<file path="src/common/mm_pkg.sv">
`default_nettype none

package mm_pkg;

    // ----------------------------------------
    // widths
    // ----------------------------------------
    localparam int RAM_ADDR_WIDTH    = 16;
    // debug window size as a power of two, placed at the top of the RAM
    localparam int DBG_ADDR_WIDTH    = 14;
    localparam int INSTR_RDATA_WIDTH = 128;
    localparam int IRQ_WIDTH         = 32;

    // ----------------------------------------
    // pseudo peripheral address map
    // ----------------------------------------
    localparam logic [31:0] ADDR_TEST_STATUS = 32'h2000_0000;
    localparam logic [31:0] ADDR_EXIT        = 32'h2000_0004;
    localparam logic [31:0] ADDR_TIMER_MASK  = 32'h1500_0000;
    localparam logic [31:0] ADDR_TIMER_COUNT = 32'h1500_0004;
    localparam logic [31:0] ADDR_DEBUG_CTRL  = 32'h1500_0008;

    // test status codes
    localparam logic [31:0] TEST_PASS_CODE = 32'd123456789;
    localparam logic [31:0] TEST_FAIL_CODE = 32'd1;

    // debug control word fields, delay field sits at bit 0
    localparam int DBG_VALUE_BIT = 31;
    localparam int DBG_PULSE_BIT = 30;
    localparam int DBG_DUR_LSB   = 16;

    // ----------------------------------------
    // types
    // ----------------------------------------
    typedef logic [31:0]                   word_t;
    typedef logic [RAM_ADDR_WIDTH-1:0]     ram_addr_t;
    typedef logic [INSTR_RDATA_WIDTH-1:0]  instr_line_t;
    typedef logic [3:0]                    be_t;
    typedef logic [IRQ_WIDTH-1:0]          irq_vec_t;
    typedef logic [$clog2(IRQ_WIDTH)-1:0]  irq_id_t;
    typedef logic [14:0]                   dbg_delay_t;
    typedef logic [12:0]                   dbg_dur_t;

    typedef enum logic [1:0] {
        DBG_IDLE,
        DBG_DELAY,
        DBG_HOLD
    } dbg_state_e;

endpackage

`default_nettype wire

</file>
<file path="src/common/periph_wr_if.sv">
`timescale 1ns/100ps
`default_nettype none

// single-cycle write strobes to the timer and debug registers
interface periph_wr_if
    import mm_pkg::*;
();

    word_t wdata;
    logic  timer_mask_we;
    logic  timer_count_we;
    logic  debug_we;

    modport master (output wdata, timer_mask_we, timer_count_we, debug_we);

    modport timer (input wdata, timer_mask_we, timer_count_we);

    modport debug (input wdata, debug_we);

endinterface

`default_nettype wire

</file>
<file path="src/rtl/irq_timer.sv">
`timescale 1ns/100ps
`default_nettype none

module irq_timer
    import mm_pkg::*;
(
    input  wire logic    clk_i,
    input  wire logic    rst_ni,
    input  wire logic    irq_ack_i,
    input  wire irq_id_t irq_id_i,
    output irq_vec_t     irq_o,

    periph_wr_if.timer   wr_i
);

    irq_vec_t mask_q;
    word_t    cnt_q;
    irq_vec_t irq_q;

    always_ff @(posedge clk_i or negedge rst_ni) begin
        if (!rst_ni) begin
            mask_q <= '0;
            cnt_q  <= '0;
            irq_q  <= '0;
        end else begin
            if (wr_i.timer_mask_we) begin
                mask_q <= irq_vec_t'(wr_i.wdata);
            end

            // a fresh count wins over the running countdown
            if (wr_i.timer_count_we) begin
                cnt_q <= wr_i.wdata;
            end else if (cnt_q != '0) begin
                cnt_q <= cnt_q - 1'b1;
            end

            // expiry sets the whole mask, ack clears one bit
            if (cnt_q == word_t'(1)) begin
                irq_q <= mask_q;
            end else if (irq_ack_i) begin
                irq_q[irq_id_i] <= 1'b0;
            end
        end
    end

    assign irq_o = irq_q;

endmodule

`default_nettype wire

</file>
<file path="src/flat_wrapper.sv">
// flat-port wrapper written by rule: the top's interface ports become plain ports
module irq_timer_flat import mm_pkg::*;
  (clk_i, rst_ni, irq_ack_i, irq_id_i, irq_o, wr_i_wdata, wr_i_timer_mask_we, wr_i_timer_count_we);
  periph_wr_if wr_i_i ();
  input  wire logic clk_i;
  input  wire logic rst_ni;
  input  wire logic irq_ack_i;
  input  wire irq_id_t irq_id_i;
  output irq_vec_t irq_o;
  input wire logic [$bits(wr_i_i.wdata)-1:0] wr_i_wdata;
  input wire logic [$bits(wr_i_i.timer_mask_we)-1:0] wr_i_timer_mask_we;
  input wire logic [$bits(wr_i_i.timer_count_we)-1:0] wr_i_timer_count_we;
  assign wr_i_i.wdata = wr_i_wdata;
  assign wr_i_i.timer_mask_we = wr_i_timer_mask_we;
  assign wr_i_i.timer_count_we = wr_i_timer_count_we;
  irq_timer u_core (.clk_i(clk_i), .rst_ni(rst_ni), .irq_ack_i(irq_ack_i), .irq_id_i(irq_id_i), .irq_o(irq_o), .wr_i(wr_i_i));
endmodule
</file>
<file path="config.mk">
export PLATFORM = sky130hd
export DESIGN_NAME = irq_timer_flat
export DESIGN_NICKNAME = d
export VERILOG_FILES = /design/src/common/mm_pkg.sv /design/src/common/periph_wr_if.sv /design/src/rtl/irq_timer.sv /design/src/flat_wrapper.sv
export SDC_FILE = /design/constraint.sdc
export NUM_CORES = 1
export LEC_CHECK = 0
export ABC_AREA = 1
export BUFFER_PORTS_ARGS = -buffer_cell sky130_fd_sc_hd__buf_2
export CAP_MARGIN = 20
export CORE_MARGIN = 1
export CORE_UTILIZATION = 55
export DETAILED_ROUTE_END_ITERATION = 6
export PLACE_DENSITY = 0.77
export SYNTH_ARGS = -nofsm -noshare
export SYNTH_HDL_FRONTEND = slang
export SYNTH_SLANG_ARGS = --single-unit
export TNS_END_PERCENT = 20
</file>
<file path="constraint.sdc">
create_clock -name clk_i -period 4.5 [get_ports clk_i]
set_input_delay 0.225 -clock clk_i [delete_from_list [all_inputs] [get_ports clk_i]]
set_output_delay 0.225 -clock clk_i [all_outputs]
set_load 0.02 [all_outputs]
</file>
==> results.sh <==
export IMPL_cts_buffers=9
export IMPL_ff2ff_setup_slack_ns=2.27
export IMPL_power_switching_uw=675
export IMPL_yosys_area_share_simple_pct=25.6
export IMPL_remaining_drc_errors=0
export IMPL_swShare_pct=32.7
export IMPL_layout_drive_gt1_share_pct=24.2
export IMPL_cts_sinks=96
export IMPL_synthAdderAreaFrac_pct=0.511
export IMPL_cts_path_max_buffers=2
export IMPL_yosysTopAreaCellShare_pct=49.1
export IMPL_placedInstanceArea_mm2=0.00528
export IMPL_crit_arrival_ns=2.42
export IMPL_rsz0062_at_grt="no"
export IMPL_yosysMostFrequentCell="nand2_1"
export IMPL_cts_resized=0
export IMPL_hold_class="in -> reg"
export IMPL_cp_max_fo=64
export IMPL_vias_per_cell=5.47
export IMPL_globalRouteTotalUtil_pct=27.8
export IMPL_yosys_area_share_xor_xnor_pct=1.79
export IMPL_portBuffers=73
export IMPL_clk_latency_ns=0.36
export IMPL_max_stage_delay_ns=0.79
export IMPL_final_cell_area_mm2=0.00547
export IMPL_hold_start="wr_i_wdata[2]"
export IMPL_via_count=4146
export IMPL_drtIter0Drc=242
export IMPL_p_seq_share_pct=51.3
export IMPL_final_period_utilization_pct=49.5
export IMPL_synth_compound_area_share_pct=10.6
export IMPL_n_antenna_cell=0
export IMPL_critPathKind="reg -> reg"
export IMPL_synth_mux_area_share_pct=7.36
export IMPL_setup_viol=0
export IMPL_seq_area_frac_synth_pct=49.1
export IMPL_dp_hpwl_um=8670
export IMPL_synth_async_reset_ratio_pct=100
export IMPL_drt_total_wl_um=12000
export IMPL_cts_htree_levels=3
export IMPL_syn_inst=575
export IMPL_die_y_um=96.3
export IMPL_grt_pass1_vias=3879
export IMPL_core_area_mm2=0.00868
export IMPL_die_w_um=96.3
export IMPL_setup_tns_ns=0
export IMPL_grt_pass1_wl_um=19200
export IMPL_antenna_found_initial=0
export IMPL_max_freq_mhz=449
export IMPL_ir_drop_uv=261
export IMPL_comb_power_share_pct=22.6
export IMPL_r2r_start="u_core.cnt_q[21]"
export IMPL_synth_warnings=0
export IMPL_synth_commonest_cells="198 x nand2_1, 96 x dfrtp_1, 65 x nor2_1"
export IMPL_rr_endpoint="u_core.irq_o[31]"
export IMPL_whs_endpoint="u_core.cnt_q[2]"
export IMPL_syn_to_final_growth_pct=11.9
export IMPL_cts_tree="done"
export IMPL_start_util_pct=56.4
export IMPL_postSynthAreaPerCell_um2=8.51
export IMPL_slew_viol_final=0
export IMPL_wl_per_cell_um=15.8
export IMPL_rr_worst_depth=6
export IMPL_num_rows=34
export IMPL_cellPowerDensity_mw_per_mm2=378
export IMPL_worstPathRequired_ns=4.69
export IMPL_first_pass_iters=4
export IMPL_worstSetupStartpointType="flip-flop"
export IMPL_hold_viol_final=0
export IMPL_clk_pin_slew_ns=0.10
export IMPL_synth_ff_type="dfrtp_1"
export IMPL_slowest_stage="nor2_8"
export IMPL_synth_edf_count=0
export IMPL_overflow=0
export IMPL_cp_end_kind="flip-flop"
export IMPL_synth_top_family_by_area="simple AND/OR/NAND/NOR gates"
export IMPL_io_pins=74
export IMPL_ys_types=25
export IMPL_root_buffer="clkbuf_8"
export IMPL_synth_area_leaders="dfrtp_1 49%, nand2_1 15%, mux2_2 6.9%"
export IMPL_gp_congestion=0.911
export IMPL_fillers=734
export IMPL_worstPathCellList="nor2_1 -> nand2_1 -> nor2_2 -> nand2_4 -> nor2_8 -> o21ai_0"
export IMPL_grt_max_degree=65
export IMPL_leakage_nw=2.59
export IMPL_skew_ns=0.0163
export IMPL_tightestPinTransition_ns=1.01
export IMPL_pwr_share_clk_pct=26.1
export IMPL_hold_depth=3
export IMPL_syn_cell_area_mm2=0.00489
export IMPL_ant_nets=0
export IMPL_nets=689
export IMPL_cap_violations=0
export IMPL_die_area_mm2=0.00928
export IMPL_intPower_mw=1.39
export IMPL_syn_nets=619
export IMPL_yosysTopAreaCell="dfrtp_1"
export IMPL_ys_ff_latch=96
export IMPL_final_min_clock_period_ns=2.23
export IMPL_max_slew_margin_pct=32.9
export IMPL_status="finished clean"
==> sequential cells by signal, summed over array words and instances (netlist names) <==
signal	count
u_core.irq_o	32
u_core.cnt_q	32
u_core.mask_q	32
==> per-stage QoR <==
step / instances / utilization (%) / setup slack (ns) / hold slack, ns / power (mW)
final: 758 / 63.1 / 2.27 / 0.0865 / 2.07
after global routing: 758 / 63.1 / 2.09 / 0.0862 / 2.17
after detailed placement: 741 / 60.8 / 2.34 / 0.314 / 1.54
after floorplan: 575 / - / 2.96 / -0.0706 / 1.37
after global placement: 741 / 60.8 / 2.33 / 0.308 / 1.52
after CTS: 758 / 63.1 / 2.31 / 0.0800 / 2.07
==> timing repair <==
action                                 4_1_cts  5_1_grt
buffers inserted                             0        0
setup endpoints to repair                    0        0
hold buffers                                 1        0
endpoints found under the hold margin       50        0
==> cell usage in the layout, fill, tap and decap left out, types with 3 or more instances in the layout <==
master and instances:
nand3_1 23, clkbuf_8 11, mux2_2 30, nand4_1 8, buf_2 72, o21ai_2 28
nand2_1 198, nor2_1 65, xnor2_1 8, inv_1 33, dfrtp_1 96, o21ai_0 48
o21ai_1 3, nor2_4 3
==> worst max-delay path: cells and delay by family (launching register included) <==
family,cells,cell delay (ns)
simple gates,5,1.37
flops,1,0.44
compound gates,1,0.22
==> kinds of logic after synthesis <==
logic type / after synthesis
AND/OR/NAND/NOR: 304
flip-flops: 96
adder cells (fa/ha/maj): 2
AO/OA/AOI/OAI: 82
multiplexers: 32
XOR/XNOR: 10
buffers and inverters: 49
==> routing by layer <==
layer / global-route usage, % / share of wire [%]
met1: 40.4 / 46
met2: 43.3 / 47
met3: 3.79 / 5.2
met4: 8.58 / 1.7
met5: 0 / 0
==> layout make-up <==
class | instances | area (µm²) | area share [%]
tap | 108 | 135 | 2.47
sequential | 96 | 2400 | 43.9
inverter | 33 | 124 | 2.26
multi-input combinational | 430 | 2240 | 41.0
timing repair buffer | 75 | 385 | 7.04
clock buffer | 12 | 155 | 2.83
clock inverter | 4 | 28.8 | 0.526
==> how the worst max path moves through the flow <==
stage                                start                to  slack (ns)  depth (start not counted)
after detailed placement   u_core.cnt_q[9]  u_core.irq_o[31]        2.34                          6
after global routing      u_core.cnt_q[15]  u_core.irq_o[23]        2.09                          7
after floorplan            u_core.cnt_q[0]   u_core.cnt_q[3]        2.96                          9
final                     u_core.cnt_q[21]  u_core.irq_o[31]        2.27                          6
after global placement     u_core.cnt_q[9]   u_core.irq_o[4]        2.33                          7
after CTS                  u_core.cnt_q[9]   u_core.irq_o[8]        2.31                          7
==> power groups by stage <==
stage / Clock, mW / Sequential [mW] / Combinational (mW)
finish: 0.540 / 1.06 / 0.467
global route: 0.575 / 1.07 / 0.517
CTS: 0.541 / 1.06 / 0.470
detailed placement: 0 / 1.07 / 0.466
global placement: 0 / 1.07 / 0.454
floorplan: 0 / 1.14 / 0.230
(Power assumes the default switching activity.)
