File: config.mk
export PLATFORM = sky130hd
export DESIGN_NAME = debug_req_ctrl_flat
export DESIGN_NICKNAME = d
export VERILOG_FILES = /design/src/common/mm_pkg.sv /design/src/common/periph_wr_if.sv /design/src/rtl/debug_req_ctrl.sv /design/src/flat_wrapper.sv
export SDC_FILE = /design/constraint.sdc
export NUM_CORES = 1
export LEC_CHECK = 0
export ABC_AREA = 1
export BUFFER_PORTS_ARGS = -buffer_cell sky130_fd_sc_hd__buf_4
export CORE_MARGIN = 5
export CORE_UTILIZATION = 50
export CTS_BUF_LIST = sky130_fd_sc_hd__clkbuf_4
export CTS_CLUSTER_SIZE = 14
export DETAILED_ROUTE_END_ITERATION = 6
export HOLD_SLACK_MARGIN = 0.1
export PLACE_DENSITY = 0.79
export SLEW_MARGIN = 20
export SYNTH_ARGS = -nofsm -noshare
export SYNTH_HDL_FRONTEND = slang
export SYNTH_SLANG_ARGS = --single-unit
export TNS_END_PERCENT = 20
File: constraint.sdc
create_clock -name clk_i -period 2 [get_ports clk_i]
set_clock_uncertainty 0.15 [all_clocks]
set_input_delay 0.4 -clock clk_i [delete_from_list [all_inputs] [get_ports clk_i]]
set_output_delay 0.4 -clock clk_i [all_outputs]
set_load 0.02 [all_outputs]
File: src/common/mm_pkg.sv
`default_nettype none

package mm_pkg;

    // ----------------------------------------
    // widths
    // ----------------------------------------
    localparam int RAM_ADDR_WIDTH    = 16;
    // debug window size as a power of two, placed at the top of the RAM
    localparam int DBG_ADDR_WIDTH    = 14;
    localparam int INSTR_RDATA_WIDTH = 128;
    localparam int IRQ_WIDTH         = 32;

    // ----------------------------------------
    // pseudo peripheral address map
    // ----------------------------------------
    localparam logic [31:0] ADDR_TEST_STATUS = 32'h2000_0000;
    localparam logic [31:0] ADDR_EXIT        = 32'h2000_0004;
    localparam logic [31:0] ADDR_TIMER_MASK  = 32'h1500_0000;
    localparam logic [31:0] ADDR_TIMER_COUNT = 32'h1500_0004;
    localparam logic [31:0] ADDR_DEBUG_CTRL  = 32'h1500_0008;

    // test status codes
    localparam logic [31:0] TEST_PASS_CODE = 32'd123456789;
    localparam logic [31:0] TEST_FAIL_CODE = 32'd1;

    // debug control word fields, delay field sits at bit 0
    localparam int DBG_VALUE_BIT = 31;
    localparam int DBG_PULSE_BIT = 30;
    localparam int DBG_DUR_LSB   = 16;

    // ----------------------------------------
    // types
    // ----------------------------------------
    typedef logic [31:0]                   word_t;
    typedef logic [RAM_ADDR_WIDTH-1:0]     ram_addr_t;
    typedef logic [INSTR_RDATA_WIDTH-1:0]  instr_line_t;
    typedef logic [3:0]                    be_t;
    typedef logic [IRQ_WIDTH-1:0]          irq_vec_t;
    typedef logic [$clog2(IRQ_WIDTH)-1:0]  irq_id_t;
    typedef logic [14:0]                   dbg_delay_t;
    typedef logic [12:0]                   dbg_dur_t;

    typedef enum logic [1:0] {
        DBG_IDLE,
        DBG_DELAY,
        DBG_HOLD
    } dbg_state_e;

endpackage

`default_nettype wire

File: src/common/periph_wr_if.sv
`timescale 1ns/100ps
`default_nettype none

// single-cycle write strobes to the timer and debug registers
interface periph_wr_if
    import mm_pkg::*;
();

    word_t wdata;
    logic  timer_mask_we;
    logic  timer_count_we;
    logic  debug_we;

    modport master (output wdata, timer_mask_we, timer_count_we, debug_we);

    modport timer (input wdata, timer_mask_we, timer_count_we);

    modport debug (input wdata, debug_we);

endinterface

`default_nettype wire

File: src/rtl/debug_req_ctrl.sv
`timescale 1ns/100ps
`default_nettype none

module debug_req_ctrl
    import mm_pkg::*;
(
    input  wire logic  clk_i,
    input  wire logic  rst_ni,
    output logic       debug_req_o,

    periph_wr_if.debug wr_i
);

    dbg_state_e state_q;
    dbg_delay_t delay_cnt_q;
    dbg_dur_t   dur_cnt_q;
    logic       value_q;
    logic       pulse_q;

    // control word fields
    logic       wr_value;
    logic       wr_pulse;
    dbg_delay_t wr_delay;
    dbg_dur_t   wr_dur;

    assign wr_value = wr_i.wdata[DBG_VALUE_BIT];
    assign wr_pulse = wr_i.wdata[DBG_PULSE_BIT];
    assign wr_delay = wr_i.wdata[$bits(dbg_delay_t)-1:0];
    assign wr_dur   = wr_i.wdata[DBG_DUR_LSB +: $bits(dbg_dur_t)];

    // value and mode captured with the request
    always_ff @(posedge clk_i) begin
        if (wr_i.debug_we && (state_q == DBG_IDLE)) begin
            value_q <= wr_value;
            pulse_q <= wr_pulse;
        end
    end

    // ----------------------------------------
    // request sequencing
    // ----------------------------------------
    always_ff @(posedge clk_i or negedge rst_ni) begin
        if (!rst_ni) begin
            state_q     <= DBG_IDLE;
            delay_cnt_q <= '0;
            dur_cnt_q   <= '0;
            debug_req_o <= 1'b0;
        end else begin
            case (state_q)
                DBG_IDLE: begin
                    // zero delay or duration behaves as one cycle
                    if (wr_i.debug_we) begin
                        delay_cnt_q <= (wr_delay == '0) ? dbg_delay_t'(1) : wr_delay;
                        dur_cnt_q   <= (wr_dur == '0) ? dbg_dur_t'(1) : wr_dur;
                        state_q     <= DBG_DELAY;
                    end
                end
                DBG_DELAY: begin
                    delay_cnt_q <= delay_cnt_q - 1'b1;
                    if (delay_cnt_q == dbg_delay_t'(1)) begin
                        debug_req_o <= value_q;
                        state_q     <= pulse_q ? DBG_HOLD : DBG_IDLE;
                    end
                end
                DBG_HOLD: begin
                    dur_cnt_q <= dur_cnt_q - 1'b1;
                    if (dur_cnt_q == dbg_dur_t'(1)) begin
                        debug_req_o <= !value_q;
                        state_q     <= DBG_IDLE;
                    end
                end
                default: begin
                    state_q <= DBG_IDLE;
                end
            endcase
        end
    end

endmodule

`default_nettype wire

File: src/flat_wrapper.sv
// flat-port wrapper written by rule: the top's interface ports become plain ports
module debug_req_ctrl_flat import mm_pkg::*;
  (clk_i, rst_ni, debug_req_o, wr_i_wdata, wr_i_debug_we);
  periph_wr_if wr_i_i ();
  input  wire logic clk_i;
  input  wire logic rst_ni;
  output logic debug_req_o;
  input wire logic [$bits(wr_i_i.wdata)-1:0] wr_i_wdata;
  input wire logic [$bits(wr_i_i.debug_we)-1:0] wr_i_debug_we;
  assign wr_i_i.wdata = wr_i_wdata;
  assign wr_i_i.debug_we = wr_i_debug_we;
  debug_req_ctrl u_core (.clk_i(clk_i), .rst_ni(rst_ni), .debug_req_o(debug_req_o), .wr_i(wr_i_i));
endmodule
==> metrics <==
result of the run=complete, no violations; total die area=around 6000 µm²; count of TritonRoute iterations in the first routing pass=7; vias per std cell=roughly 5.3; maximum fanout along the worst path=26; FMAX=approximately 580 MHz; worst min path class=in -> reg; flip-flop and latch count after synthesis=33; clock transition time at the flip-flop clock pins of the worst setup and hold paths=between 0.1 and 0.15 ns; Antenna diodes=0; final antenna-violating net count=0; overall via count from detail_route=2303; number of DRC violations after detailed-routing iteration 0=between 200 and 250; total grt overflow=0; number of warning messages in the yosys log=0; path type of the worst setup path=reg -> reg; layout-stage area growth over the synthesis result=15.8%; cell chosen for the clock root=clkbuf_4; max-cap violations=0; Post-route DRC=0; Max transition margin=0.716; period utilization=0.859; Worst Hold Path Cells=3; average wire per cell in the routed design=between 10 and 15 µm; number of global-route vias before repair=between 2000 and 2500; overall track demand over capacity in global routing=0.200; worst supply voltage drop on vdd=0.736 mV; number of instances in the synthesized netlist=approximately 340; Post-CTS Setup Bufs=0; Starting Density=0.525; Seq/Total Area, Yosys=0.358; Slew Viols, Final=0; final hold viol count=0; clock buffer count from CTS=5; Final setup viols=0; count of input and output buffers=33; Placeable Area=4440 µm²; placed wire-length estimate=about 4200 µm; Critical Path Source=u_core.state_q[0]; count of unique library cells instantiated by Yosys=31; syn_nets=approximately 380; placer congestion estimate=0.935; pwr/cell area=approximately 1400 nW/µm²; post-synthesis instance area=about 2300 µm²; die height=78.3 µm; CP Data Required Time=about 2.1 ns; Worst setup EP type=flop; share of the core filled with cells in the final layout=0.608; Total Neg Setup Slack=0 ns; post-layout net count=419; total routed wirelength=about 5700 µm; signal arrival time at the worst endpoint=between 1.5 and 2 ns; Static Leakage=1.36 nW; largest net degree at the start of global routing=32; crit path time final=1.72 ns; number of core rows=24; CTS Buffer Depth=2; fill cell total of the finished layout=424; clock tree from TritonCTS=yes; Chip Width=between 70 and 80 µm; critical path startpoint category=flop; hold buffers post-CTS=3; antenna violations before repair=0; actual slew at the worst max-slew pin=about 0.43 ns; ratio of cells with drive above 1 in the final layout=0.171; Worst Reg2Reg Path Length in Cells=7; wire length of the first global-routing pass=approximately 10000 µm; setup repair after global routing missed its margin=no; average footprint of a synthesized cell=a little under 7 µm²; CTS sink count=33; Ports=36; post-CTS resize count=0; Skew-Pair Late Insertion Delay=about 0.34 ns; H-tree depth=2; origin of the worst min-delay path=wr_i_wdata[5]; worst reg2reg path startpoint=u_core.state_q[0]
==> layout make-up <==
type,count,area (µm²),share of cell area
Multi-Input combinational cell,256,1260,0.465
Clock buffer,6,45.0,0.0167
Tap cell,52,65.1,0.0241
Inverter,47,181,0.0671
Timing Repair Buffer,37,285,0.106
Sequential cell,33,836,0.309
Clock inverter,2,33.8,0.0125
==> critical path: stages, from the launching register on <==
cell	delay (ns)
dfrtp_1	0.46
nor2_2	0.20
nand2_4	0.16
inv_4	0.29
nor2_4	0.10
o21ai_1	0.13
o21ai_0	0.10
inv_1	0.06
==> sequential cells by signal, indices dropped and copies added, names as in the netlist <==
signal              flops
u_core.state_q          2
u_core.delay_cnt_q     15
u_core.pulse_q          1
u_core.debug_req_o      1
u_core.value_q          1
u_core.dur_cnt_q       13
==> power by group <==
| part | switching [mW] | internal [mW] | leakage, nW |
|---|---|---|---|
| Combinational | 1.32 | 0.685 | 0.917 |
| Sequential | 0.311 | 0.993 | 0.396 |
| Clock | 0.243 | 0.274 | 0.0433 |
| Total | 1.87 | 1.95 | 1.36 |
==> stage by stage <==
stage / std cells / hold WS, ns / cell area [µm²] / total power [mW] / setup WS, ns
final: 433 / 0.119 / 2700 / 3.83 / 0.283
after global routing: 433 / 0.118 / 2700 / 4.22 / 0.173
after CTS: 433 / 0.117 / 2700 / 3.82 / 0.276
after detailed placement: 422 / 0.218 / 2590 / 3.29 / 0.302
after global placement: 422 / 0.217 / 2590 / 3.22 / 0.327
after floorplan: 342 / -0.0456 / 2330 / 2.88 / 0.551
==> final timing paths <==
path,endpoint,slack (ns)
hold / removal,u_core.delay_cnt_q[5],0.12
setup reg to reg,u_core.dur_cnt_q[0],0.28
hold reg to reg,u_core.debug_req_o,0.39
setup / recovery,u_core.dur_cnt_q[0],0.28
min in group asynchronous,u_core.delay_cnt_q[13],0.38
max in group asynchronous,u_core.delay_cnt_q[6],1.01
==> Yosys cell counts (all sizes together) <==
master / count / share of area
dfrtp: 31 / 0.33
nor2: 62 / 0.12
o211ai: 6 / 0.019
o22ai: 2 / 0.0054
nand2: 95 / 0.16
o311ai: 1 / 0.0038
and2: 1 / 0.0027
o221ai: 1 / 0.0038
a21oi: 6 / 0.013
nand4: 7 / 0.019
edfxtp: 2 / 0.026
a22oi: 1 / 0.0054
xor2: 1 / 0.0038
inv: 47 / 0.078
o21ai: 16 / 0.036
nand3b: 3 / 0.0096
nand3: 43 / 0.092
buf: 6 / 0.026
ha: 4 / 0.021
a31oi: 1 / 0.0027
nor3: 6 / 0.018
==> layer usage <==
metal	track usage	routed length [µm]	up-vias
li1	-	-	1180
met1	0.286	2730	1048
met2	0.304	2520	68
met3	0.0400	403	7
met4	0.0629	59	0
met5	0	0	-
==> placed cells by master, fill, tap and decap left out <==
| master | Yosys | routed |
|---|---|---|
| o211ai_1 | 6 | 6 |
| nand2_1 | 89 | 89 |
| nor2_2 | 6 | 6 |
| xor2_1 | 1 | 1 |
| ha_1 | 4 | 4 |
| o21ai_1 | 5 | 5 |
| edfxtp_1 | 2 | 2 |
| nand3b_1 | 3 | 3 |
| o311ai_0 | 1 | 1 |
| inv_1 | 43 | 43 |
| nor2_1 | 51 | 51 |
| inv_2 | 2 | 2 |
| o22ai_1 | 2 | 2 |
| a21oi_1 | 6 | 6 |
| clkbuf_4 | 0 | 6 |
| buf_4 | 2 | 34 |
| a22oi_2 | 1 | 1 |
| o21ai_2 | 1 | 1 |
| dfrtp_1 | 31 | 31 |
| clkinv_1 | 0 | 1 |
| o21ai_0 | 10 | 10 |
| nand4_1 | 7 | 7 |
| nor3_4 | 1 | 1 |
| nand2_2 | 5 | 5 |
| bufinv_16 | 0 | 1 |
| inv_4 | 2 | 2 |
| nor2_4 | 5 | 5 |
| dlygate4sd3_1 | 0 | 3 |
| nand2_4 | 1 | 1 |
| a31oi_1 | 1 | 1 |
| nand3_1 | 43 | 43 |
| nor3_1 | 5 | 5 |
| o221ai_1 | 1 | 1 |
| and2_1 | 1 | 1 |
==> kinds of logic (layout without fill, tap and decap cells) <==
logic type               count (synthesis)  after routing  synth area share
XOR/XNOR                                 1              1           0.00375
AO/OA/AOI/OAI                           34             34            0.0890
buffers and inverters                   53             92             0.103
adder cells (fa/ha/maj)                  4              4            0.0214
AND/OR/NAND/NOR                        217            217             0.424
flip-flops                              33             33             0.358
(Power assumes the default switching activity.)
