$ cat src/common/mm_pkg.sv
`default_nettype none

package mm_pkg;

    // ----------------------------------------
    // widths
    // ----------------------------------------
    localparam int RAM_ADDR_WIDTH    = 16;
    // debug window size as a power of two, placed at the top of the RAM
    localparam int DBG_ADDR_WIDTH    = 14;
    localparam int INSTR_RDATA_WIDTH = 128;
    localparam int IRQ_WIDTH         = 32;

    // ----------------------------------------
    // pseudo peripheral address map
    // ----------------------------------------
    localparam logic [31:0] ADDR_TEST_STATUS = 32'h2000_0000;
    localparam logic [31:0] ADDR_EXIT        = 32'h2000_0004;
    localparam logic [31:0] ADDR_TIMER_MASK  = 32'h1500_0000;
    localparam logic [31:0] ADDR_TIMER_COUNT = 32'h1500_0004;
    localparam logic [31:0] ADDR_DEBUG_CTRL  = 32'h1500_0008;

    // test status codes
    localparam logic [31:0] TEST_PASS_CODE = 32'd123456789;
    localparam logic [31:0] TEST_FAIL_CODE = 32'd1;

    // debug control word fields, delay field sits at bit 0
    localparam int DBG_VALUE_BIT = 31;
    localparam int DBG_PULSE_BIT = 30;
    localparam int DBG_DUR_LSB   = 16;

    // ----------------------------------------
    // types
    // ----------------------------------------
    typedef logic [31:0]                   word_t;
    typedef logic [RAM_ADDR_WIDTH-1:0]     ram_addr_t;
    typedef logic [INSTR_RDATA_WIDTH-1:0]  instr_line_t;
    typedef logic [3:0]                    be_t;
    typedef logic [IRQ_WIDTH-1:0]          irq_vec_t;
    typedef logic [$clog2(IRQ_WIDTH)-1:0]  irq_id_t;
    typedef logic [14:0]                   dbg_delay_t;
    typedef logic [12:0]                   dbg_dur_t;

    typedef enum logic [1:0] {
        DBG_IDLE,
        DBG_DELAY,
        DBG_HOLD
    } dbg_state_e;

endpackage

`default_nettype wire

$ cat src/rtl/mem_addr_map.sv
`timescale 1ns/100ps
`default_nettype none

module mem_addr_map
    import mm_pkg::*;
(
    input  wire word_t instr_addr_i,
    input  wire word_t data_addr_i,
    input  wire word_t dm_halt_addr_i,
    output ram_addr_t  instr_ram_addr_o,
    output ram_addr_t  data_ram_addr_o,
    output logic       data_in_ram_o
);

    logic instr_in_dbg;
    logic data_in_dbg;

    // true when addr lies in [halt, halt + debug window)
    function automatic logic in_dbg_window(word_t addr, word_t halt);
        word_t offset;
        offset = addr - halt;
        return (addr >= halt) && (offset < word_t'(2 ** DBG_ADDR_WIDTH));
    endfunction

    // debug window lands at the top of the RAM, sum wraps at RAM size
    function automatic ram_addr_t remap(word_t addr, word_t halt, logic in_dbg);
        word_t offset;
        offset = addr - halt;
        if (in_dbg) begin
            return ram_addr_t'(offset)
                + ram_addr_t'(2 ** RAM_ADDR_WIDTH - 2 ** DBG_ADDR_WIDTH);
        end
        return ram_addr_t'(addr);
    endfunction

    always_comb begin
        instr_in_dbg     = in_dbg_window(instr_addr_i, dm_halt_addr_i);
        data_in_dbg      = in_dbg_window(data_addr_i, dm_halt_addr_i);
        instr_ram_addr_o = remap(instr_addr_i, dm_halt_addr_i, instr_in_dbg);
        data_ram_addr_o  = remap(data_addr_i, dm_halt_addr_i, data_in_dbg);
        data_in_ram_o    = data_in_dbg
                        || (data_addr_i < word_t'(2 ** RAM_ADDR_WIDTH));
    end

endmodule

`default_nettype wire

$ cat config.mk
export PLATFORM = sky130hd
export DESIGN_NAME = mem_addr_map
export DESIGN_NICKNAME = d
export VERILOG_FILES = /design/src/common/mm_pkg.sv /design/src/rtl/mem_addr_map.sv
export SDC_FILE = /design/constraint.sdc
export NUM_CORES = 1
export LEC_CHECK = 0
export ABC_AREA = 0
export BUFFER_PORTS_ARGS = -buffer_cell sky130_fd_sc_hd__clkbuf_2
export CAP_MARGIN = 20
export CORE_ASPECT_RATIO = 0.6
export CORE_MARGIN = 4
export CORE_UTILIZATION = 61
export DETAILED_ROUTE_END_ITERATION = 6
export PLACE_DENSITY = 0.9
export SYNTH_ARGS = -nofsm -noshare
export SYNTH_HDL_FRONTEND = slang
export SYNTH_SLANG_ARGS = --single-unit
$ cat constraint.sdc
create_clock -name vclk -period 11.3
set_input_delay 0 -clock vclk [all_inputs]
set_output_delay 0 -clock vclk [all_outputs]
set_load 0.05 [all_outputs]
==> results.cfg, run 1 <==
[synth]
yosysMostFrequentCell = nand2_1
muxShareOfSynthArea_pct = 8.81
synth_top_family_by_area = compound AO/OA/AOI/OAI gates
yosysTopAreaCellShare_pct = 17.5
synth_compound_area_share_pct = 34.5
synth.distinct_cells = 74
netlist_area_sq_mm = 0.00473
synth_common_cells = nand2_1 (70), a21oi_1 (68), ha_1 (66)
seq_area_frac_synth_pct = 0
yosys.area.top_type = ha_1
synth-xor-area-share_pct = 6.85
synth_area_leaders = ha_1 (17%), a21oi_1 (7.2%), nand2_1 (5.6%)
synthSimpleGateAreaFrac_pct = 24.3
synth-adder-area-share_pct = 18.3
yosysWarnings = 0
synth_nets = 854
avgSynthCellArea_sq_um = 6.86
syn-instance-count = 690

[floorplan]
die_area_sq_mm = 0.00927
core_area_sq_mm = 0.00739
die_w_um = 122
ios = 129
num_rows = 24
fp.dieH_um = 76.2
initial_core_util_pct = 64.0

[timing]
post-route-period-util_pct = 45.7
rsz0062_at_grt = false
fin_crit_ps = 5170
slew_headroom_pct = 29.1
worstMarginPinSlew_ps = 1050
timing.hold.ws_ps = 456
timing.fmax_mhz = 194
slew_viol_final = 0
hold_violations = 0
setup_viol_count_final = 0
fin_tns_setup_ps = 0

[global_routing]
grt_max_degree = 18
grt_pass1_vias = 5557
grt_overflow = 0
grt_usage_pct = 35.1
antenna_found_initial = 0
grt_pass1_wl_um = 27500

[pwr]
p_int_mw = 0.120
pwr-share-clk_pct = 0
power.density_mw_per_mm2 = 60.3
comb_power_share_pct = 100.0
power_switching_mw = 0.205
ir_drop_mv = 0.0331
power_frac_seq_pct = 0
leakagePower_nw = 2.58
power_switching_share_pct = 63.0

[min_path]
worstHoldStart = data_addr_i[15]
hp-class = in2out

[cts]
cts_hold_buf = 0
cts_resized = 0
postCtsSetupRepairBufs = 0

[critical_path]
critPathKind = in2out
crit_path_end_kind = output port
worst_setup_path_start_kind = input port
crit_fanout = 13
critPathRequiredTime_ps = 11300
cp.arrival_ps = 5170
cp-startpoint = dm_halt_addr_i[5]

[layout]
flops_and_latches = 0
num-clock-buffers = 0
regArea_sq_um = 0
layout.nets = 959
diodes = 0
area_growth_pct = 13.9
layout-drive-gt1-share_pct = 21.7

[run_status]
status = finished with violations
violations = design-rule violations

[route]
routed_wirelength_um = 17400
avgViaCountPerCell = 6.88
wl_per_cell_um = 19.3
postRouteAntennaNets = 0
first_pass_iters = 7
num_vias = 6174
drtIter0Drc = 1110
remaining_drc_errors = 14

[run]
drv_cap = 0

[place]
hpwl_um = 14700
finalWeightedCongestion = 1.07
port_buffers = 129
## layout by cell type, fill, tap and decap left out, types with 6 or more instances in the layout
| cell type | count |
|---|---|
| a211oi_1 | 7 |
| a21o_1 | 18 |
| a21oi_1 | 68 |
| a31oi_1 | 13 |
| and2_1 | 8 |
| and3_1 | 7 |
| clkbuf_2 | 129 |
| ha_1 | 66 |
| inv_1 | 55 |
| mux2_1 | 7 |
| mux2_2 | 14 |
| mux2_4 | 6 |
| mux2i_1 | 9 |
| nand2_1 | 70 |
| nand2b_1 | 13 |
| nand3_1 | 19 |
| nand4_1 | 20 |
| nor2_1 | 38 |
| nor2b_1 | 6 |
| nor3_1 | 12 |
| nor4_1 | 7 |
| o211ai_1 | 11 |
| o21a_1 | 15 |
| o21ai_0 | 50 |
| o21bai_1 | 7 |
| xnor2_1 | 21 |
| xor2_1 | 16 |
## power groups by stage
stage | clock network, mW | logic, mW | registers (mW)
global placement | 0 | 0.302 | 0
CTS | 0 | 0.313 | 0
floorplan | 0 | 0.230 | 0
detailed placement | 0 | 0.311 | 0
global route | 0 | 0.349 | 0
finish | 0 | 0.325 | 0
## area by class of cell
cell class	instances	area (sq um)
Fill cell	654	2000
Tap cell	104	130
Inverter	55	206
Timing Repair Buffer	131	668
Multi-Input combinational cell	607	4390
## worst paths after layout
path / slack [ps] / endpoint / cells past startpoint
setup / recovery: 6130 / instr_ram_addr_o[7] / 21
hold / removal: 460 / data_ram_addr_o[15] / 4
## critical path, stage by stage
cell and delay, ps:
clkbuf_2 80, inv_1 70, ha_1 420, and4_1 270
nand3_1 100, a21o_1 210, a31oi_1 350, nand2b_1 200
a21o_1 120, a21oi_1 80, xor2_1 190, ha_1 190
o221ai_1 100, or4b_1 530, a2111oi_2 240, o2111ai_1 170
or4_4 510, nor4_4 500, buf_8 230, mux2_2 350
clkbuf_2 240
## through the flow
| stage | instance area [sq um] | setup slack (ps) | util, % | std cells | power, mW |
|---|---|---|---|---|---|
| floorplan | 4730 | 6400 | - | 690 | 0.230 |
| global placement | 5380 | 6230 | 72.8 | 896 | 0.302 |
| detailed placement | 5380 | 5910 | 72.8 | 896 | 0.311 |
| CTS | 5380 | 5870 | 72.8 | 896 | 0.313 |
| global route | 5390 | 5880 | 73.0 | 897 | 0.349 |
| finish | 5390 | 6130 | 73.0 | 897 | 0.325 |
## metal layers
| metal | track usage, % | part of all wire, % | up-vias |
|---|---|---|---|
| li1 | - | - | 2802 |
| met1 | 50.6 | 41 | 2856 |
| met2 | 56.7 | 44 | 467 |
| met3 | 5.27 | 13 | 49 |
| met4 | 3.58 | 1.8 | 0 |
| met5 | 0 | 0 | - |
## cell families after synthesis
logic type | Yosys count
AND/OR/NAND/NOR | 221
buffers and inverters | 83
AO/OA/AOI/OAI | 245
multiplexers | 36
XOR/XNOR | 37
adder cells (fa/ha/maj) | 68
No activity file was read; power rests on OpenSTA's default activity.
==> inputs of run 2 (changes only) <==
--- a/config.mk
+++ b/config.mk
@@ -10,9 +10,9 @@
 export CAP_MARGIN = 20
 export CORE_ASPECT_RATIO = 0.6
 export CORE_MARGIN = 4
-export CORE_UTILIZATION = 61
+export CORE_UTILIZATION = 57
 export DETAILED_ROUTE_END_ITERATION = 6
-export PLACE_DENSITY = 0.9
+export PLACE_DENSITY = 0.85
 export SYNTH_ARGS = -nofsm -noshare
 export SYNTH_HDL_FRONTEND = slang
 export SYNTH_SLANG_ARGS = --single-unit
==> constraint.sdc (replaced) <==
create_clock -name vclk -period 5.15
set_input_delay 0 -clock vclk [all_inputs]
set_output_delay 0 -clock vclk [all_outputs]
set_load 0.05 [all_outputs]
==> results.cfg, run 2 (synthesis gave the netlist of run 1 again) <==
[run_status]
status = finished, final reports clean

[pwr]
leakagePower_nw = 2.58
p_int_mw = 0.264
comb_power_share_pct = 100.0
power_switching_share_pct = 62.8
total_power_mw = 0.708
ir_drop_mv = 0.0802
pwr-share-clk_pct = 0
power_switching_mw = 0.445
power.density_mw_per_mm2 = 131
power_frac_seq_pct = 0

[timing]
fin_crit_ps = 4900
timing.fmax_mhz = 204
slew_headroom_pct = 33.8
hold_violations = 0
post-route-period-util_pct = 95.1
fin_tns_setup_ps = 0
rsz0062_at_grt = false
worstMarginPinSlew_ps = 981
timing.hold.ws_ps = 449
slew_viol_final = 0
setup_viol_count_final = 0

[global_routing]
grt_overflow = 0
busiest_layer = met2
grtUsageMet1_pct = 48.6
gr-usage-met3_pct = 2.79
grt_pass1_wl_um = 26500
grt_pass1_vias = 5264
use_met2_pct = 49.5
grt_usage_pct = 31.8
antenna_found_initial = 0
grt_max_degree = 18

[place]
hpwl_um = 14500
finalWeightedCongestion = 1.06
port_buffers = 129

[floorplan]
initial_core_util_pct = 59.3
ios = 129
die_w_um = 126
core_area_sq_mm = 0.00798
fp.dieH_um = 78.6
num_rows = 25
die_area_sq_mm = 0.00987

[critical_path]
cp.arrival_ps = 4900
endpoint = instr_ram_addr_o[2]
critPathKind = in2out
cp-startpoint = dm_halt_addr_i[5]
crit_fanout = 16
critPathRequiredTime_ps = 5150
crit_path_end_kind = output port
worst_setup_path_start_kind = input port

[route]
avgViaCountPerCell = 6.63
first_pass_iters = 7
drtIter0Drc = 886
remaining_drc_errors = 0
num_vias = 5978
wl_per_cell_um = 19.0
postRouteAntennaNets = 0
routed_wirelength_um = 17100

[layout]
final_cell_mix = clkbuf_2 (129), nand2_1 (70), a21oi_1 (68)
regArea_sq_um = 0
layout-drive-gt1-share_pct = 21.8
flops_and_latches = 0
num-clock-buffers = 0
diodes = 0
fill_cells = 708
area_growth_pct = 14.1
layout.nets = 959
layout_commonest_cell = clkbuf_2

[min_path]
hp-class = in2out
whs_path_depth = 4

[run]
drv_cap = 0
-- run 2: power groups by stage --
stage / logic, mW / registers [mW] / clock network (mW)
after floorplan: 0.505 / 0 / 0
after global placement: 0.671 / 0 / 0
after detailed placement: 0.680 / 0 / 0
after CTS: 0.684 / 0 / 0
after global routing: 0.763 / 0 / 0
final: 0.708 / 0 / 0
-- run 2: worst min path at each step --
stage / from / to / slack, ps
2_1_floorplan: data_addr_i[10] / data_ram_addr_o[10] / 220
3_3_place_gp: instr_addr_i[15] / instr_ram_addr_o[15] / 450
3_5_place_dp: data_addr_i[15] / data_ram_addr_o[15] / 450
4_1_cts: data_addr_i[15] / data_ram_addr_o[15] / 450
5_1_grt: data_addr_i[15] / data_ram_addr_o[15] / 460
6_report: data_addr_i[15] / data_ram_addr_o[15] / 450
-- run 2: what timing repair did --
action	CTS	global route
hold buffers	0	0
buffers inserted	0	0
setup endpoints to repair	0	13
resized for setup	0	2
-- run 2: worst max-delay path, cell delays in order --
cell       delay (ps)
clkbuf_2           80
inv_1              70
ha_1              430
and4_1            290
nand3_1           100
a21o_1            210
a31oi_2           260
nand2b_1          190
a21o_1            120
a21oi_1            70
xor2_1            200
ha_1              190
o221ai_1          110
or4b_1            530
a2111oi_2         230
o2111ai_1         170
or4_4             510
nor4_4            290
buf_6             240
mux2_2            360
clkbuf_2          240
-- run 2: final cells by class --
type | instances | area [sq um] | share of cell area, %
multi-input combinational | 607 | 4390 | 81.4
inverter | 55 | 206 | 3.82
tap | 108 | 135 | 2.50
timing repair buffer | 131 | 664 | 12.3
-- run 2: metal layers --
metal  share of wire [%]  routed length (um)
met5                   0                   0
met2                  43                7280
met3                  10                1760
met4                 1.2                 199
met1                  46                7850
-- run 2: through the flow --
stage	util, %	instances	area (sq um)	setup WS [ps]
floorplan	-	690	4730	248
global placement	67.5	901	5390	476
detailed placement	67.5	901	5390	242
CTS	67.5	901	5390	216
global route	67.7	901	5400	67.1
finish	67.7	901	5400	252
