File: config.mk
export PLATFORM = sky130hd
export DESIGN_NAME = data_decoder_flat
export DESIGN_NICKNAME = d
export VERILOG_FILES = /design/src/common/mm_pkg.sv /design/src/common/ram_port_if.sv /design/src/common/periph_wr_if.sv /design/src/rtl/data_decoder.sv /design/src/flat_wrapper.sv
export SDC_FILE = /design/constraint.sdc
export NUM_CORES = 1
export LEC_CHECK = 0
export BUFFER_PORTS_ARGS = -buffer_cell sky130_fd_sc_hd__buf_2
export CAP_MARGIN = 20
export CORE_AREA = 10 10 100 102
export CTS_CLUSTER_DIAMETER = 40
export DETAILED_ROUTE_END_ITERATION = 16
export DIE_AREA = 0 0 110 112
export SLEW_MARGIN = 40
export SYNTH_ARGS = -nofsm -noshare
export SYNTH_HDL_FRONTEND = slang
export SYNTH_SLANG_ARGS = --single-unit
File: constraint.sdc
create_clock -name clk_i -period 1.7 [get_ports clk_i]
set_clock_uncertainty 0.2 [all_clocks]
set_input_delay 0 -clock clk_i [delete_from_list [all_inputs] [get_ports clk_i]]
set_output_delay 0 -clock clk_i [all_outputs]
set_load 0.02 [all_outputs]
File: src/common/mm_pkg.sv
`default_nettype none

package mm_pkg;

    // ----------------------------------------
    // widths
    // ----------------------------------------
    localparam int RAM_ADDR_WIDTH    = 16;
    // debug window size as a power of two, placed at the top of the RAM
    localparam int DBG_ADDR_WIDTH    = 14;
    localparam int INSTR_RDATA_WIDTH = 128;
    localparam int IRQ_WIDTH         = 32;

    // ----------------------------------------
    // pseudo peripheral address map
    // ----------------------------------------
    localparam logic [31:0] ADDR_TEST_STATUS = 32'h2000_0000;
    localparam logic [31:0] ADDR_EXIT        = 32'h2000_0004;
    localparam logic [31:0] ADDR_TIMER_MASK  = 32'h1500_0000;
    localparam logic [31:0] ADDR_TIMER_COUNT = 32'h1500_0004;
    localparam logic [31:0] ADDR_DEBUG_CTRL  = 32'h1500_0008;

    // test status codes
    localparam logic [31:0] TEST_PASS_CODE = 32'd123456789;
    localparam logic [31:0] TEST_FAIL_CODE = 32'd1;

    // debug control word fields, delay field sits at bit 0
    localparam int DBG_VALUE_BIT = 31;
    localparam int DBG_PULSE_BIT = 30;
    localparam int DBG_DUR_LSB   = 16;

    // ----------------------------------------
    // types
    // ----------------------------------------
    typedef logic [31:0]                   word_t;
    typedef logic [RAM_ADDR_WIDTH-1:0]     ram_addr_t;
    typedef logic [INSTR_RDATA_WIDTH-1:0]  instr_line_t;
    typedef logic [3:0]                    be_t;
    typedef logic [IRQ_WIDTH-1:0]          irq_vec_t;
    typedef logic [$clog2(IRQ_WIDTH)-1:0]  irq_id_t;
    typedef logic [14:0]                   dbg_delay_t;
    typedef logic [12:0]                   dbg_dur_t;

    typedef enum logic [1:0] {
        DBG_IDLE,
        DBG_DELAY,
        DBG_HOLD
    } dbg_state_e;

endpackage

`default_nettype wire

File: src/common/ram_port_if.sv
`timescale 1ns/100ps
`default_nettype none

// data side of the RAM, request and write payload in, read word out
interface ram_port_if
    import mm_pkg::*;
();

    logic      req;
    ram_addr_t addr;
    logic      we;
    be_t       be;
    word_t     wdata;
    word_t     rdata;

    modport master (
        output req, addr, we, be, wdata,
        input  rdata
    );

    modport slave (
        input  req, addr, we, be, wdata,
        output rdata
    );

endinterface

`default_nettype wire

File: src/common/periph_wr_if.sv
`timescale 1ns/100ps
`default_nettype none

// single-cycle write strobes to the timer and debug registers
interface periph_wr_if
    import mm_pkg::*;
();

    word_t wdata;
    logic  timer_mask_we;
    logic  timer_count_we;
    logic  debug_we;

    modport master (output wdata, timer_mask_we, timer_count_we, debug_we);

    modport timer (input wdata, timer_mask_we, timer_count_we);

    modport debug (input wdata, debug_we);

endinterface

`default_nettype wire

File: src/rtl/data_decoder.sv
`timescale 1ns/100ps
`default_nettype none

module data_decoder
    import mm_pkg::*;
(
    input  wire logic      clk_i,
    input  wire logic      rst_ni,

    input  wire logic      data_req_i,
    input  wire word_t     data_addr_i,
    input  wire logic      data_we_i,
    input  wire be_t       data_be_i,
    input  wire word_t     data_wdata_i,
    input  wire ram_addr_t data_ram_addr_i,
    input  wire logic      data_in_ram_i,

    output logic           data_gnt_o,
    output word_t          data_rdata_o,
    output logic           data_rvalid_o,

    output logic           tests_passed_o,
    output logic           tests_failed_o,
    output logic           exit_valid_o,
    output word_t          exit_value_o,

    ram_port_if.master     ram_o,
    periph_wr_if.master    periph_o
);

    logic  periph_wr;
    logic  ram_rd_q;
    logic  rvalid_q;

    assign data_gnt_o = data_req_i;

    // ----------------------------------------
    // request routing
    // ----------------------------------------
    always_comb begin
        ram_o.req   = data_req_i && data_in_ram_i;
        ram_o.addr  = data_ram_addr_i;
        ram_o.we    = data_we_i;
        ram_o.be    = data_be_i;
        ram_o.wdata = data_wdata_i;

        // RAM takes priority, peripherals only see writes outside it
        periph_wr = data_req_i && data_we_i && !data_in_ram_i;

        periph_o.wdata          = data_wdata_i;
        periph_o.timer_mask_we  = periph_wr && (data_addr_i == ADDR_TIMER_MASK);
        periph_o.timer_count_we = periph_wr && (data_addr_i == ADDR_TIMER_COUNT);
        periph_o.debug_we       = periph_wr && (data_addr_i == ADDR_DEBUG_CTRL);
    end

    // ----------------------------------------
    // test status and exit
    // ----------------------------------------
    always_comb begin
        tests_passed_o = 1'b0;
        tests_failed_o = 1'b0;
        exit_valid_o   = 1'b0;
        exit_value_o   = '0;

        if (periph_wr && (data_addr_i == ADDR_TEST_STATUS)) begin
            tests_passed_o = (data_wdata_i == TEST_PASS_CODE);
            tests_failed_o = (data_wdata_i == TEST_FAIL_CODE);
        end

        if (periph_wr && (data_addr_i == ADDR_EXIT)) begin
            exit_valid_o = 1'b1;
            exit_value_o = data_wdata_i;
        end
    end

    // every request gets its rvalid one cycle later, writes included
    always_ff @(posedge clk_i or negedge rst_ni) begin
        if (!rst_ni) begin
            rvalid_q <= 1'b0;
            ram_rd_q <= 1'b0;
        end else begin
            rvalid_q <= data_req_i;
            ram_rd_q <= data_req_i && !data_we_i && data_in_ram_i;
        end
    end

    assign data_rvalid_o = rvalid_q;

    // reads that missed the RAM return zero
    assign data_rdata_o = ram_rd_q ? ram_o.rdata : '0;

endmodule

`default_nettype wire

File: src/flat_wrapper.sv
// flat-port wrapper written by rule: the top's interface ports become plain ports
module data_decoder_flat import mm_pkg::*;
  (clk_i, rst_ni, data_req_i, data_addr_i, data_we_i, data_be_i, data_wdata_i, data_ram_addr_i, data_in_ram_i, data_gnt_o, data_rdata_o, data_rvalid_o, tests_passed_o, tests_failed_o, exit_valid_o, exit_value_o, ram_o_req, ram_o_addr, ram_o_we, ram_o_be, ram_o_wdata, ram_o_rdata, periph_o_wdata, periph_o_timer_mask_we, periph_o_timer_count_we, periph_o_debug_we);
  ram_port_if ram_o_i ();
  periph_wr_if periph_o_i ();
  input  wire logic clk_i;
  input  wire logic rst_ni;
  input  wire logic data_req_i;
  input  wire word_t data_addr_i;
  input  wire logic data_we_i;
  input  wire be_t data_be_i;
  input  wire word_t data_wdata_i;
  input  wire ram_addr_t data_ram_addr_i;
  input  wire logic data_in_ram_i;
  output logic data_gnt_o;
  output word_t data_rdata_o;
  output logic data_rvalid_o;
  output logic tests_passed_o;
  output logic tests_failed_o;
  output logic exit_valid_o;
  output word_t exit_value_o;
  output wire logic [$bits(ram_o_i.req)-1:0] ram_o_req;
  output wire logic [$bits(ram_o_i.addr)-1:0] ram_o_addr;
  output wire logic [$bits(ram_o_i.we)-1:0] ram_o_we;
  output wire logic [$bits(ram_o_i.be)-1:0] ram_o_be;
  output wire logic [$bits(ram_o_i.wdata)-1:0] ram_o_wdata;
  input wire logic [$bits(ram_o_i.rdata)-1:0] ram_o_rdata;
  output wire logic [$bits(periph_o_i.wdata)-1:0] periph_o_wdata;
  output wire logic [$bits(periph_o_i.timer_mask_we)-1:0] periph_o_timer_mask_we;
  output wire logic [$bits(periph_o_i.timer_count_we)-1:0] periph_o_timer_count_we;
  output wire logic [$bits(periph_o_i.debug_we)-1:0] periph_o_debug_we;
  assign ram_o_req = ram_o_i.req;
  assign ram_o_addr = ram_o_i.addr;
  assign ram_o_we = ram_o_i.we;
  assign ram_o_be = ram_o_i.be;
  assign ram_o_wdata = ram_o_i.wdata;
  assign ram_o_i.rdata = ram_o_rdata;
  assign periph_o_wdata = periph_o_i.wdata;
  assign periph_o_timer_mask_we = periph_o_i.timer_mask_we;
  assign periph_o_timer_count_we = periph_o_i.timer_count_we;
  assign periph_o_debug_we = periph_o_i.debug_we;
  data_decoder u_core (.clk_i(clk_i), .rst_ni(rst_ni), .data_req_i(data_req_i), .data_addr_i(data_addr_i), .data_we_i(data_we_i), .data_be_i(data_be_i), .data_wdata_i(data_wdata_i), .data_ram_addr_i(data_ram_addr_i), .data_in_ram_i(data_in_ram_i), .data_gnt_o(data_gnt_o), .data_rdata_o(data_rdata_o), .data_rvalid_o(data_rvalid_o), .tests_passed_o(tests_passed_o), .tests_failed_o(tests_failed_o), .exit_valid_o(exit_valid_o), .exit_value_o(exit_value_o), .ram_o(ram_o_i), .periph_o(periph_o_i));
endmodule
==> impl_metrics.py <==
metrics = {
    "grt": {
        "grt_pass1_vias": 2138,
        "grt_overflow": 0,
        "grtUsageTotal_pct": 11.4,
        "grt_max_degree": 34,
        "grt_pass1_wl_mm": 11.5,
        "antenna_found_initial": 0,
    },
    "die": {
        "die_w_um": 110,
        "start_util_pct": 18.6,
        "die_y_um": 112,
        "num_rows": 33,
        "fp.coreArea_mm2": 0.00805,
        "die_area_mm2": 0.0123,
        "io_pins": 279,
    },
    "critical_path": {
        "startpoint_type": "input port",
        "end_kind": "output pin",
        "cp_max_fo": 8,
        "critical_path.max_stage_delay_ns": 0.55,
        "cp.required_ns": 1.50,
        "cp_cell_sequence": "buf_6, or4b_4, buf_4, nor4_4, buf_6, clkbuf_16, and2_1, buf_6",
        "slowest_stage": "or4b_4",
        "cp_top_family": "simple AND/OR/NAND/NOR gates",
        "crit_type": "input port to output pin",
        "timing.critical_path.mode_cell": "buf_6",
        "worstPathArrival_ns": 1.58,
        "crit_buf_inv": 5,
    },
    "synthesis": {
        "ys_types": 23,
        "async_flop_share_pct": 100,
        "post-synth-top-count-cell": "buf_4",
        "syn-num-nets": 319,
        "synth_area_leaders": "buf_4, and2_1, nor4_4",
        "yosys.area.top_type_share_pct": 43.1,
        "synthCells": 198,
        "syn-cell-area_mm2": 0.00150,
        "seq_area_frac_synth_pct": 3.34,
        "yosys.area.top_type": "buf_4",
        "yosys-top-cells-count": "buf_4, and2_1, nor4_1",
        "ys_warn_count": 0,
        "ys.flop_type": "dfrtp_1",
        "ys_ff_latch": 2,
        "synth.avg_cell_area_um2": 7.56,
        "synth_edf_count": 0,
    },
    "sta": {
        "fmax_mhz": 563,
        "worst_pin_slew_ns": 0.355,
        "rsz0062_at_grt": "yes",
        "period_share_pct": 104,
        "setup_viol": 33,
        "slew_violations": 0,
        "hold_viol": 0,
        "setup_tns_ns": -1.05,
        "slew_headroom_pct": 76.1,
        "finalWorstSetupSlack_ns": -0.0763,
        "period_needed_ns": 1.78,
    },
    "cells_and_area": {
        "post-route-util_pct": 36.8,
        "diodes": 0,
        "area_delta_synth_final_pct": 98.0,
        "fin_cells": 488,
        "final_layout_size_suffix_gt1_share_pct": 77.8,
        "final-seq-area_um2": 50.0,
        "multiInputGateArea_um2": 902,
        "fill_cells": 862,
        "fin_nets": 506,
    },
    "placed_design": {
        "dpl.cell_count": 453,
        "place_ws_ns": -0.221,
        "port_buffers": 238,
        "place_hpwl_mm": 6.85,
        "gp_congestion": 0.773,
    },
    "power": {
        "p_total_uw": 788,
        "peakVddDrop_mv": 0.180,
        "leakagePower_nw": 1.65,
        "p_per_area_mw_per_mm2": 266,
    },
    "route": {
        "postRouteAntennaNets": 0,
        "drc": 0,
        "via_per_inst": 4.02,
        "post_drt_wl_per_cell_um": 18.1,
        "first_iter_violations": 53,
        "routed_wl_mm": 8.82,
        "dr.pass1.iters": 4,
        "via_count": 1963,
    },
    "clock_tree": {
        "cts_buffers": 3,
        "cts_sinks": 2,
        "root_buffer": "clkbuf_8",
        "cts_tree": "yes",
        "clock_path_buffers": 2,
        "cts_max_level": 1,
    },
    "run_status": {
        "status": "complete, but fails checks",
        "violations": "negative setup slack",
    },
    "worst_hold_path": {
        "holdCritPathClass": "input port to output pin",
        "min-delay-start": "data_wdata_i[9]",
        "hold-path-cell-count": 2,
        "hold_path_end": "ram_o_wdata[9]",
    },
    "run": {
        "cap_viol_max_count": 0,
    },
}
## cell type report
cell class,count,share of cell area (%)
clock buffer,3,1.39
multi-input combinational,104,30.4
sequential,2,1.69
tap,105,4.43
timing repair buffer,274,62.0
## kinds of logic after synthesis
family        count (synthesis)  share of synthesized area, %
buf+inv                      92                          46.2
simple gates                104                          50.5
flops                         2                          3.34
## report_power, final
group / switching [mW] / total, mW / internal [mW]
Clock: 0.0322 / 0.181 / 0.149
Combinational: 0.328 / 0.556 / 0.229
Sequential: 0.000400 / 0.0505 / 0.0501
## routing by layer
| layer | share of wire (%) | wire [µm] | GRT usage [%] | vias to the layer above |
|---|---|---|---|---|
| met5 | 0 | 0 | 0 | - |
| met4 | 0.60 | 53 | 1.39 | 0 |
| met3 | 12 | 1020 | 5.19 | 4 |
| met2 | 56 | 4910 | 21.8 | 119 |
| met1 | 32 | 2840 | 11.0 | 896 |
| li1 | - | - | - | 944 |
## per-stage QoR
| step | area [µm²] | hold WS (ns) |
|---|---|---|
| finish | 2960 | 0.0628 |
| global route | 2960 | 0.0667 |
| CTS | 2550 | 0.0610 |
| detailed placement | 2170 | -0.413 |
| global placement | 2170 | -0.414 |
| floorplan | 1500 | -0.496 |
## worst max-delay path by stage
stage,startpoint,endpoint,slack (ns),cells past startpoint
6_report,data_addr_i[28],exit_value_o[21],-0.08,8
5_1_grt,data_addr_i[28],tests_failed_o,-0.13,6
4_1_cts,data_addr_i[28],tests_failed_o,-0.07,6
3_5_place_dp,data_addr_i[24],tests_failed_o,-0.22,6
3_3_place_gp,data_wdata_i[29],tests_failed_o,-0.21,6
2_1_floorplan,data_addr_i[22],periph_o_debug_we,0.01,4
## sequential cells by signal, summed over array words and instances, names as in the netlist
signal / flops
u_core.data_rvalid_o: 1
u_core.ram_rd_q: 1
## placed cells by master, fill, tap and decap left out, types with 2 or more instances in the layout
master / n
clkbuf_8: 3
nor4_4: 7
dlygate4sd3_1: 25
nor4_1: 7
nand4_2: 2
nand4_1: 4
dfrtp_1: 2
nor2_1: 2
nor4b_4: 2
or4b_4: 2
and2_1: 36
buf_2: 196
nand3_1: 2
buf_6: 41
buf_4: 8
and2_4: 30
clkbuf_16: 2
## what timing repair did
item,4_1_cts,5_1_grt
endpoints found under the hold margin,24,0
pin swaps,4,2
gates resized for setup,16,102
hold buffers,25,0
buffers inserted,2,2
gates cloned,0,3
setup endpoints to repair,4,36
Power figures use the tool's default switching activity.
